## src/rtl/mapper_macros.svh

```systemverilog
`ifndef MAPPER_MACROS_SVH
`define MAPPER_MACROS_SVH

// External memory address width, 16 MB flat space
`define MEM_ADDR_W 24

// Battery SRAM sits in the top megabyte
`define SRAM_BASE 24'hF00000

// Bank value that opens the sound chip window
`define SCC_SELECT 8'h3F

`endif

```

## src/rtl/mapper_pkg.sv

```systemverilog
`default_nettype none

`include "mapper_macros.svh"

package mapper_pkg;

    typedef enum logic [2:0] {
        map_none,
        map_offset,
        map_ascii8,
        map_ascii16,
        map_konami_scc
    } mapper_type_t;

    typedef struct packed {
        logic [15:0] addr;
        logic [7:0]  data;
        logic        wr;
        logic        mreq;      // One cycle per access
    } cpu_bus_t;

    typedef struct packed {
        mapper_type_t            mapper;
        logic [`MEM_ADDR_W-1:0] rom_base;
        logic [`MEM_ADDR_W-1:0] rom_mask;    // ROM size minus one
    } block_info_t;

    typedef struct packed {
        logic [`MEM_ADDR_W-1:0] addr;
        logic                    rnw;
        logic                    ram_cs;    // ROM select
        logic                    sram_cs;
    } mapper_out_t;

    typedef struct packed {
        logic       en;
        logic       we;
        logic [7:0] param;      // Register offset in SCC window
        logic [5:0] data;
    } device_bus_t;

    // Idle value, merges away under AND/OR
    localparam mapper_out_t out_idle = '{addr: '1, rnw: 1'b1, ram_cs: 1'b0, sram_cs: 1'b0};

    function automatic logic [`MEM_ADDR_W-1:0] rom_addr(
        input block_info_t            info,
        input logic [`MEM_ADDR_W-1:0] offset
    );
        return info.rom_base + (offset & info.rom_mask);
    endfunction

endpackage

`default_nettype wire

```

## src/rtl/mapper_offset.sv

```systemverilog
`default_nettype none

`include "mapper_macros.svh"

module mapper_offset (
    input  wire                           clk,          // No state here
    input  wire                           reset,
    input  wire mapper_pkg::cpu_bus_t     cpu,
    input  wire mapper_pkg::block_info_t  block_info,
    output mapper_pkg::mapper_out_t       out
);

    localparam int AW = `MEM_ADDR_W;

    logic        sel_type;
    logic        in_rom;
    logic        active;
    logic [15:0] rel;

    assign sel_type = block_info.mapper == mapper_pkg::map_offset;
    assign in_rom   = cpu.addr[15] ^ cpu.addr[14];     // 0x4000 to 0xBFFF
    assign active   = sel_type && cpu.mreq && in_rom;
    assign rel      = cpu.addr - 16'h4000;

    always_comb begin
        out = mapper_pkg::out_idle;
        if (active && !cpu.wr) begin                    // Writes fall through idle
            out.addr   = mapper_pkg::rom_addr(block_info, {{(AW-15){1'b0}}, rel[14:0]});
            out.ram_cs = 1'b1;
        end
    end

endmodule

`default_nettype wire

```

## src/rtl/mapper_ascii8.sv

```systemverilog
`default_nettype none

`include "mapper_macros.svh"

module mapper_ascii8 (
    input  wire                           clk,
    input  wire                           reset,
    input  wire mapper_pkg::cpu_bus_t     cpu,
    input  wire mapper_pkg::block_info_t  block_info,
    output mapper_pkg::mapper_out_t       out
);

    localparam int AW = `MEM_ADDR_W;

    logic [3:0][7:0] bank;
    logic            sel_type;
    logic            in_rom;
    logic            bank_wr;
    logic [1:0]      idx;
    logic [7:0]      bank_val;
    logic            sram_hit;

    assign sel_type = block_info.mapper == mapper_pkg::map_ascii8;
    assign in_rom   = cpu.addr[15] ^ cpu.addr[14];
    assign bank_wr  = sel_type && cpu.mreq && cpu.wr && cpu.addr[15:13] == 3'b011;

    // Page 0x4000 is bank 0, so bits 14:13 are offset by two
    assign idx      = {~cpu.addr[14], cpu.addr[13]};
    assign bank_val = bank[idx];
    assign sram_hit = bank_val[7] && idx[1];           // Only 0x8000 to 0xBFFF

    always_ff @(posedge clk) begin
        if (reset) begin
            bank <= '0;
        end else if (bank_wr) begin
            bank[cpu.addr[12:11]] <= cpu.data;
        end
    end

    always_comb begin
        out = mapper_pkg::out_idle;
        if (sel_type && cpu.mreq && in_rom) begin
            if (sram_hit) begin
                out.addr    = `SRAM_BASE + {{(AW-13){1'b0}}, cpu.addr[12:0]};
                out.rnw     = ~cpu.wr;
                out.sram_cs = 1'b1;
            end else if (!cpu.wr) begin
                out.addr   = mapper_pkg::rom_addr(block_info,
                                                  {{(AW-21){1'b0}}, bank_val, cpu.addr[12:0]});
                out.ram_cs = 1'b1;
            end
        end
    end

endmodule

`default_nettype wire

```

## src/rtl/mapper_ascii16.sv

```systemverilog
`default_nettype none

`include "mapper_macros.svh"

module mapper_ascii16 (
    input  wire                           clk,
    input  wire                           reset,
    input  wire mapper_pkg::cpu_bus_t     cpu,
    input  wire mapper_pkg::block_info_t  block_info,
    output mapper_pkg::mapper_out_t       out
);

    localparam int AW = `MEM_ADDR_W;

    logic [1:0][7:0] bank;
    logic            sel_type;
    logic            in_rom;
    logic            bank_wr;
    logic [7:0]      bank_val;
    logic            sram_hit;

    assign sel_type = block_info.mapper == mapper_pkg::map_ascii16;
    assign in_rom   = cpu.addr[15] ^ cpu.addr[14];

    // 0x6000 to 0x67FF and 0x7000 to 0x77FF, bit 12 picks the bank
    assign bank_wr  = sel_type && cpu.mreq && cpu.wr
                      && cpu.addr[15:13] == 3'b011 && !cpu.addr[11];
    assign bank_val = bank[cpu.addr[15]];
    assign sram_hit = cpu.addr[15] && bank[1][7];       // 2K SRAM mirrored

    always_ff @(posedge clk) begin
        if (reset) begin
            bank <= '0;
        end else if (bank_wr) begin
            bank[cpu.addr[12]] <= cpu.data;
        end
    end

    always_comb begin
        out = mapper_pkg::out_idle;
        if (sel_type && cpu.mreq && in_rom) begin
            if (sram_hit) begin
                out.addr    = `SRAM_BASE + {{(AW-11){1'b0}}, cpu.addr[10:0]};
                out.rnw     = ~cpu.wr;
                out.sram_cs = 1'b1;
            end else if (!cpu.wr) begin
                out.addr   = mapper_pkg::rom_addr(block_info,
                                                  {{(AW-22){1'b0}}, bank_val, cpu.addr[13:0]});
                out.ram_cs = 1'b1;
            end
        end
    end

endmodule

`default_nettype wire

```

## src/rtl/mapper_konami_scc.sv

```systemverilog
`default_nettype none

`include "mapper_macros.svh"

module mapper_konami_scc (
    input  wire                           clk,
    input  wire                           reset,
    input  wire mapper_pkg::cpu_bus_t     cpu,
    input  wire mapper_pkg::block_info_t  block_info,
    output mapper_pkg::mapper_out_t       out,
    output mapper_pkg::device_bus_t       device
);

    localparam int AW = `MEM_ADDR_W;

    logic [3:0][7:0] bank;
    logic            sel_type;
    logic            access;
    logic            in_rom;
    logic [1:0]      idx;
    logic [7:0]      bank_val;
    logic            bank_wr;
    logic            scc_hit;

    assign sel_type = block_info.mapper == mapper_pkg::map_konami_scc;
    assign access   = sel_type && cpu.mreq;
    assign in_rom   = cpu.addr[15] ^ cpu.addr[14];

    // 8K pages from 0x4000, bank 0 first
    assign idx      = {~cpu.addr[14], cpu.addr[13]};
    assign bank_val = bank[idx];

    // 0x5000, 0x7000, 0x9000, 0xB000, each 2K long
    assign bank_wr  = access && cpu.wr && in_rom && cpu.addr[12:11] == 2'b10;

    assign scc_hit  = access && bank[2] == `SCC_SELECT && cpu.addr[15:11] == 5'b10011;

    always_ff @(posedge clk) begin
        if (reset) begin
            bank <= {8'd3, 8'd2, 8'd1, 8'd0};
        end else if (bank_wr) begin
            bank[idx] <= cpu.data;
        end
    end

    always_comb begin
        device = '0;
        if (scc_hit) begin
            device.en    = 1'b1;
            device.we    = cpu.wr;
            device.param = cpu.addr[7:0];
            device.data  = cpu.data[5:0];
        end
    end

    always_comb begin
        out = mapper_pkg::out_idle;
        if (access && in_rom && !scc_hit && !cpu.wr) begin    // SCC window keeps memory idle
            out.addr   = mapper_pkg::rom_addr(block_info,
                                              {{(AW-21){1'b0}}, bank_val, cpu.addr[12:0]});
            out.ram_cs = 1'b1;
        end
    end

endmodule

`default_nettype wire

```

## src/rtl/mappers.sv

```systemverilog
`default_nettype none

module mappers (
    input  wire                           clk,
    input  wire                           reset,
    input  wire mapper_pkg::cpu_bus_t     cpu,
    input  wire mapper_pkg::block_info_t  block_info,
    output mapper_pkg::mapper_out_t       memory,
    output mapper_pkg::device_bus_t       device
);

    mapper_pkg::mapper_out_t offset_out;
    mapper_pkg::mapper_out_t ascii8_out;
    mapper_pkg::mapper_out_t ascii16_out;
    mapper_pkg::mapper_out_t konami_scc_out;

    mapper_offset u_offset (
        .clk        (clk),
        .reset      (reset),
        .cpu        (cpu),
        .block_info (block_info),
        .out        (offset_out)
    );

    mapper_ascii8 u_ascii8 (
        .clk        (clk),
        .reset      (reset),
        .cpu        (cpu),
        .block_info (block_info),
        .out        (ascii8_out)
    );

    mapper_ascii16 u_ascii16 (
        .clk        (clk),
        .reset      (reset),
        .cpu        (cpu),
        .block_info (block_info),
        .out        (ascii16_out)
    );

    mapper_konami_scc u_konami_scc (
        .clk        (clk),
        .reset      (reset),
        .cpu        (cpu),
        .block_info (block_info),
        .out        (konami_scc_out),
        .device     (device)           // Only sound device source
    );

    // Idle mappers drive ones on addr and rnw
    assign memory.addr    = offset_out.addr
                          & ascii8_out.addr
                          & ascii16_out.addr
                          & konami_scc_out.addr;

    assign memory.rnw     = offset_out.rnw
                          & ascii8_out.rnw
                          & ascii16_out.rnw
                          & konami_scc_out.rnw;

    assign memory.ram_cs  = offset_out.ram_cs
                          | ascii8_out.ram_cs
                          | ascii16_out.ram_cs
                          | konami_scc_out.ram_cs;

    assign memory.sram_cs = offset_out.sram_cs
                          | ascii8_out.sram_cs
                          | ascii16_out.sram_cs
                          | konami_scc_out.sram_cs;

endmodule

`default_nettype wire

```

## config.mk

```make
export PLATFORM = sky130hd
export DESIGN_NAME = mappers
export DESIGN_NICKNAME = d
export VERILOG_FILES = /design/src/rtl/mapper_pkg.sv /design/src/rtl/mapper_offset.sv /design/src/rtl/mapper_ascii8.sv /design/src/rtl/mapper_ascii16.sv /design/src/rtl/mapper_konami_scc.sv /design/src/rtl/mappers.sv
export VERILOG_INCLUDE_DIRS = /design/src /design/src/rtl
export SDC_FILE = /design/constraint.sdc
export NUM_CORES = 1
export LEC_CHECK = 0
export BUFFER_PORTS_ARGS = -buffer_cell sky130_fd_sc_hd__buf_2
export CAP_MARGIN = 30
export CORE_MARGIN = 10
export CORE_UTILIZATION = 55
export DETAILED_ROUTE_END_ITERATION = 12
export GPL_TIMING_DRIVEN = 0
export HOLD_SLACK_MARGIN = 0.12
export PLACE_DENSITY = 0.79
export SLEW_MARGIN = 10
export SYNTH_ARGS = -nofsm -noshare
export SYNTH_HDL_FRONTEND = slang
export SYNTH_SLANG_ARGS = --single-unit
export TNS_END_PERCENT = 10
```

## constraint.sdc

```tcl
create_clock -name clk -period 4.8 [get_ports clk]
set_clock_uncertainty 0.1 [all_clocks]
set_input_delay 0.48 -clock clk [delete_from_list [all_inputs] [get_ports clk]]
set_output_delay 0.48 -clock clk [all_outputs]
set_load 0.02 [all_outputs]
```

Yosys cells after proc, flatten, opt, wreduce, memory -nomap -nowiden:

Index checks and enable logic that the tools add are counted.

* register bits after elaboration: 80
* output and inout port bits: 43
* word-level logic and storage cells: 109
* input port bits: 79

* add/subtract/negate cells: 7
* order comparisons: 7
* reduce and logical (&&, ||, !) cells: 29
* eq/ne operators: 8
* multiplexer cells: 33
* bitwise operators: 15

Operator list (count)
* $mux 24: 6
* $add 24x24->24: 4
* $and 24x24->24: 3
* $bwmux 32: 2
* $mux 8: 7
* $mux 27: 2
* $and 21x24->24: 2
* $bmux 8 s2: 2
* $demux 8 s2: 2
* $logic_and 1x1->1: 26
* $and 15x24->24: 1
* $and 22x24->24: 1
* $add 21x12->22 const A: 1
* $add 21x14->22 const A: 1
* $bwmux 16: 1
* $mux 16: 1
* $sub 15x15->15 const B: 1
* $eq 3x2->1 const B: 3
* $mux 1: 9
* $demux 8 s1: 1
* $eq 8x6->1 const B: 1
* $lt 2x3->1 const B: 2
* $eq 5x5->1 const B: 1
* $ge 2x1->1 const B: 2
* 10 further kinds: 17

Longest topological paths before layout:

Gate-level depths: netlist of the first run.

* depth after elaboration: 11
* depth in mapped cells: 14
* depth with buffers taken out: 12

Cells and area by module:

Synthesis of the first run repeated with hierarchy kept, for this count alone.

* cells, all modules: 1252
* area, all modules: 9748.1 µm²

Modules (own cells, without submodules)
* mapper_konami_scc: sequential area each 640.6 µm², instances 1, cells an instance 373, area each 3017.9 µm²
* mapper_ascii8: sequential area each 640.6 µm², instances 1, cells an instance 351, area each 2882.8 µm²
* mapper_ascii16: sequential area each 320.3 µm², instances 1, cells an instance 324, area each 2439.8 µm²
* mapper_offset: sequential area each 0.0 µm², instances 1, cells an instance 177, area each 1173.6 µm²
* mappers: sequential area each 0.0 µm², instances 1, cells an instance 27, area each 234.0 µm²

Worst setup path after synthesis of the first run:

Ideal clock, no wire load.

* kind: input to output
* start point: input cpu[23] in the netlist's numbering
* end point: output memory[26] in the netlist's numbering
* required time: 4.220 ns
* arrival: 4.253 ns
* stages: 13
* path buffers: 2
* slack: -0.033 ns
* path through: clkbuf_1 > buf_1 > mux4_2 > and2_1 > ha_1 > a21o_1 > a21o_1 > a221oi_1 > o21ai_0 > a41o_1 > nand4_1 > o41ai_1 > a2111oi_1

RTL lines
* start, declared: line mappers.sv:6 `input wire mapper_pkg::cpu_bus_t cpu,`
* end, declared: line mappers.sv:8 `output mapper_pkg::mapper_out_t memory,`

==> impl_metrics.tcl, run 1 <==
set metrics [dict create \
    status "complete, no violations" \
    period_share 0.947 \
    io_pins 122 \
    worstPathRequired_ns 4.22 \
    dpl.hpwl_um 15500 \
    end_kind "output port" \
    overflow 0 \
    avgSynthCellArea_um2 8.21 \
    cts_hold_buf 0 \
    fmax_mhz 220 \
    power_density_nw_per_um2 222 \
    postCtsSetupBuffers 0 \
    track_usage 0.240 \
    cts.path.max_buffers 2 \
    whs_path_depth 2 \
    wl_per_cell_um 18.9 \
    placed_cells 1053 \
    synth_area_um2 6540 \
    leakage_nw 3.40 \
    cp_cell_sequence "clkbuf_2 > buf_6 > mux4_2 > and2_1 > ha_1 > a21o_1 > a21o_1 > a221oi_1 > o21ai_1 > a41o_1 > nand4_1 > o41ai_1 > a2111oi_2 > buf_2" \
    grt_pass1_vias 6384 \
    finalPower_mw 1.69 \
    ys_ff_latch 80 \
    core_um2 11500 \
    grt_pass1_wl_um 32500 \
    fillers 1011 \
    r2r_slack_ns 3.88 \
    async_flop_share 0 \
    remaining_drc_errors 0 \
    numPortBuffers 112 \
    num_vias 6486 \
    die_y_um 129 \
    period_minus_slack_ns 4.54 \
    maxSlewViolCount 0 \
    final_common_cell "buf_2" \
    drt-total-wl_um 20200 \
    rsz0062_at_grt "false" \
    relSlewSlack 0.313 \
    synth-seq-area-share 0.245 \
    r2r_end "u_konami_scc.bank[24]$_SDFFE_PP1P_" \
    yosysWarnings 0 \
    grt_antenna_before_repair 0 \
    tritoncts "built" \
    tightest_slew_ns 1.02 \
    power.internal_mw 1.22 \
    cp-start-kind "input pin" \
    maxCapViolations 0 \
    clk_root_buffer_cell "clkbuf_16" \
    drtIter0Drc 638 \
    synthCells 797 \
    nNetsFinal 1040 \
    crit_top_cell "a21o_1" \
    n_antenna_cell 0 \
    layout-drive-gt1-share 0.188 \
    fin_cells 1069 \
    irDropWorstVdd_mv 0.328 \
    synth_edf_count 0 \
    clock_sinks 80 \
    hold-path-endpoint "u_konami_scc.bank[25]$_SDFFE_PP1P_" \
    switching_share 0.277 \
    seqPwrFrac 0.393 \
    synth_fp_nets 916 \
    min-delay-start "cpu[3]" \
    path_clk_slew_ns 0.06 \
    grt_max_degree 18 \
    synthToLayoutAreaGrowth_pct 16.5 \
    worst_r2r_path_depth 2 \
    fin_tns_setup_ns 0 \
    fp.dieArea_um2 16700 \
    place.gp.congestion 0.955 \
    cts_buffers 9 \
    slowest_stage "mux4_2" \
    hold_class "input pin to flip-flop" \
    timing.rr.start "u_konami_scc.bank[24]$_SDFFE_PP1P_" \
    clock_latency_ns 0.33 \
    layout_common_cells "buf_2, nor2_1, dfxtp_1" \
    pwr-share-clk 0.413 \
    ys.flop_type "dfxtp_1" \
    drt-pass1-iter-count 5 \
    h-tree-depth 3 \
    ys_types 67 \
    fp-row-count 39 \
    crit_type "input pin to output port" \
    crit_arrival_ns 3.96 \
    drt-vias-per-instance 6.07 \
    combPwrFrac 0.194 \
    hold_viol_final 0 \
    p_sw_mw 0.468 \
    initial_utilization 0.568 \
    ant_nets 0 \
    cp_max_fo 10 \
    slowest_delay_ns 0.59 \
    die_x_um 129 \
    setup_viol 0 \
    final_core_util 0.662 \
]
[synth_stat cells, types with 6 or more instances]
cell	instances	area, um2
nor2_1	98	368
and2_1	52	325
a31oi_1	10	62.6
inv_1	17	63.8
nand2_1	74	278
nor3_1	12	60.1
nand3_1	11	55.1
xor2_1	16	140
buf_2	7	35.0
o21bai_1	6	45.0
and3_1	7	43.8
o22ai_1	7	43.8
mux4_2	16	360
ha_1	39	488
dfxtp_1	80	1600
mux2i_1	70	701
a21o_1	22	165
clkbuf_1	29	109
a211oi_1	8	60.1
nor2b_1	21	131
a21oi_1	54	270
nand4_1	12	75.1
a211o_1	6	52.6
o21ai_0	14	70.1
xnor2_1	21	184
buf_1	6	22.5
[per-stage QoR]
stage	setup WS (ns)	cell area, um2	hold slack (ns)
floorplan	0.223	6550	0.329
global placement	-0.444	7290	0.338
detailed placement	-0.474	7290	0.340
CTS	0.0720	7610	0.259
global route	0.0230	7620	0.264
finish	0.256	7620	0.256
[per-layer routing]
| layer | global-route usage | part of all wire | vias up |
|---|---|---|---|
| li1 | - | - | 3140 |
| met1 | 0.296 | 0.41 | 3018 |
| met2 | 0.418 | 0.48 | 296 |
| met3 | 0.0351 | 0.081 | 32 |
| met4 | 0.0856 | 0.025 | 0 |
| met5 | 0 | 0 | - |
[cell type report]
type	count	area, um2	share of cell area
inverters	17	63.8	0.00837
clock buffers	12	256	0.0337
flip-flops and latches	80	1600	0.210
plain buffers	42	184	0.0241
clock inverters	4	52.6	0.00689
multi-input cells	657	4710	0.618
repair buffers	114	573	0.0752
well taps	143	179	0.0235
[power by group through the flow]
| stage | clock, mW | sequential (mW) | combinational, mW |
|---|---|---|---|
| CTS | 0.694 | 0.665 | 0.323 |
| global route | 0.725 | 0.664 | 0.359 |
| detailed placement | 0 | 0.679 | 0.320 |
| global placement | 0 | 0.679 | 0.318 |
| finish | 0.698 | 0.665 | 0.328 |
| floorplan | 0 | 0.679 | 0.215 |
[state kept, by name, summed over array words and instances (netlist names)]
signal             cells
u_ascii16.bank        16
u_ascii8.bank         32
u_konami_scc.bank     32
[worst max-delay path: cells and delay by family]
family	cells	cell delay (ns)
compound gates	7	1.61
fa+ha+maj	1	0.36
buf+inv	3	0.63
mux	1	0.59
simple gates	2	0.29
[cells by family (layout without fill, tap and decap cells)]
kind of cell,count (synthesis),count (layout),synth area share
simple gates,314,314,0.234
compound gates,180,180,0.195
mux,86,86,0.162
flops,80,80,0.245
buf+inv,60,189,0.0363
fa+ha+maj,40,40,0.0777
xor+xnor,37,37,0.0495
[how the worst max path moves through the flow]
stage / start / endpoint / cells after the start
after floorplan: cpu[23] / memory[26] / 13
after global placement: cpu[23] / memory[25] / 13
after detailed placement: cpu[23] / memory[25] / 13
after CTS: cpu[23] / memory[26] / 14
after global routing: cpu[24] / memory[25] / 14
final: cpu[23] / memory[26] / 14
[what timing repair did]
item	CTS	global route
endpoints found under the setup margin	7	3
cloned	0	0
gates resized for setup	9	6
pin swaps	0	0
Power figures use the tool's default switching activity.
==> run 2, diff against run 1 <==
Settings changed: CORE_UTILIZATION 55 to 60, PLACE_DENSITY 0.79 to 0.85.
Clock period 4.8 ns to 5.41 ns, I/O delays scaled along.
==> run 2 against run 1 <==
Against the previous run: combinational power shrank 12%; sequential power shrank 11%; highest routed layer unchanged; first-iteration DRC count increased by 12%; sequential share of layout area grew 0.25 points; clock power shrank 24%; global-route usage rose by 0.20 points.
==> impl_metrics.tcl, run 2 (same netlist as run 1, synthesis figures left out) <==
set metrics [dict create \
    status "complete, no violations" \
    core_um2 10700 \
    top_regs "u_ascii8.bank: 32 flops, u_konami_scc.bank: 32 flops, u_ascii16.bank: 16 flops" \
    synthToLayoutAreaGrowth_pct 15.2 \
    drt-pass1-iter-count 5 \
    timing.rr.start "u_konami_scc.bank[24]$_SDFFE_PP1P_" \
    grt_pass1_wl_um 31800 \
    fp.dieArea_um2 15500 \
    setup_viol 0 \
    die_x_um 124 \
    leakage_nw 3.37 \
    final_common_cell "buf_2" \
    whs_path_depth 2 \
    hold_viol_final 0 \
    remaining_drc_errors 0 \
    track_usage 0.242 \
    worstPathRequired_ns 4.77 \
    place.gp.congestion 0.934 \
    die_y_um 124 \
    num_vias 6565 \
    cts.path.max_buffers 2 \
    min-delay-start "cpu[3]" \
    layout_common_cells "buf_2, nor2_1, dfxtp_1" \
    h-tree-depth 3 \
    grt_pass1_vias 6412 \
    drtIter0Drc 714 \
    worst_r2r_path_depth 2 \
    overflow 0 \
    nNetsFinal 1041 \
    hold_class "input pin to flip-flop" \
    initial_utilization 0.609 \
    drt-vias-per-instance 6.16 \
    cp-start-kind "input pin" \
    period_minus_slack_ns 5.15 \
    end_kind "output port" \
    relSlewSlack 0.451 \
    maxSlewViolCount 0 \
    clock_latency_ns 0.35 \
    pre_cts_ws_ns 0.0529 \
    irDropWorstVdd_mv 0.269 \
    n_antenna_cell 0 \
    stdcell_area_um2 7530 \
    fp-row-count 38 \
    crit_arrival_ns 4.51 \
    grt_max_degree 14 \
    dpl_cell_area_um2 7290 \
    dpl.hpwl_um 15600 \
    clk_root_buffer_cell "clkbuf_8" \
    period_share 0.952 \
    tritoncts "built" \
    postCtsSetupBuffers 0 \
    numPortBuffers 112 \
    fin_tns_setup_ns 0 \
    hold-path-endpoint "u_konami_scc.bank[25]$_SDFFE_PP1P_" \
    grt_antenna_before_repair 0 \
    r2r_end "u_konami_scc.bank[24]$_SDFFE_PP1P_" \
    cts_buffers 9 \
    ant_nets 0 \
    drt-total-wl_um 20000 \
    wl_per_cell_um 18.8 \
    power_density_nw_per_um2 187 \
    tightest_slew_ns 0.817 \
    maxCapViolations 0 \
    cp-startpoint "cpu[23]" \
    io_pins 122 \
    path_clk_slew_ns 0.08 \
    crit_type "input pin to output port" \
    fin_hold_ws_ns 0.300 \
    setup_ws_ns 0.262 \
    layout-drive-gt1-share 0.184 \
    fmax_mhz 194 \
    cp_max_fo 10 \
    rsz0062_at_grt "false" \
    clock_sinks 80 \
    r2r_slack_ns 4.48 \
]
==> run 2: per-layer routing <==
layer  vias to the layer above  track usage  share of wire
li1                       3143            -              -
met1                      3078        0.290           0.42
met2                       285        0.418           0.48
met3                        59       0.0409          0.065
met4                         0       0.0994          0.038
met5                         -            0              0
==> run 2: how the worst max path moves through the flow <==
| stage | slack [ns] | endpoint | cells past startpoint |
|---|---|---|---|
| global route | 0.03 | memory[23] | 14 |
| floorplan | 0.46 | memory[26] | 13 |
| global placement | 0.17 | memory[26] | 14 |
| detailed placement | 0.05 | memory[26] | 14 |
| CTS | 0.0008 | memory[26] | 14 |
| finish | 0.26 | memory[26] | 14 |
==> run 2: cell type report <==
type / count / area [um2]
repair buffers: 114 / 573
well taps: 140 / 175
flip-flops and latches: 80 / 1600
clock buffers: 10 / 138
fillers: 917 / 3210
clock inverters: 5 / 104
inverters: 17 / 63.8
multi-input cells: 657 / 4700
plain buffers: 43 / 176
==> run 2: power breakdown <==
| group | internal, mW | switching (mW) |
|---|---|---|
| logic | 0.111 | 0.179 |
| registers | 0.589 | 0.000243 |
| clock network | 0.317 | 0.213 |
| total | 1.02 | 0.393 |
==> run 2: timing repair <==
| item | in CTS | in global routing |
|---|---|---|
| setup endpoints to repair | 0 | 4 |
| gates resized for setup | 0 | 3 |
| hold buffers | 0 | 0 |
==> run 2: critical path: stages <==
cell,delay (ns)
clkbuf_1,0.24
clkbuf_2,0.41
mux4_2,0.61
and2_1,0.19
ha_1,0.36
a21o_1,0.20
a21o_1,0.18
a221oi_1,0.28
o21ai_0,0.31
a41o_1,0.37
nand4_1,0.10
o41ai_1,0.09
a2111oi_1,0.39
buf_2,0.24
==> run 2: through the flow <==
step,instances,total power [mW],util
floorplan,797,0.793,-
global placement,1049,0.882,0.677
finish,1066,1.41,0.701
CTS,1066,1.41,0.701
global route,1066,1.45,0.701
detailed placement,1051,0.887,0.678
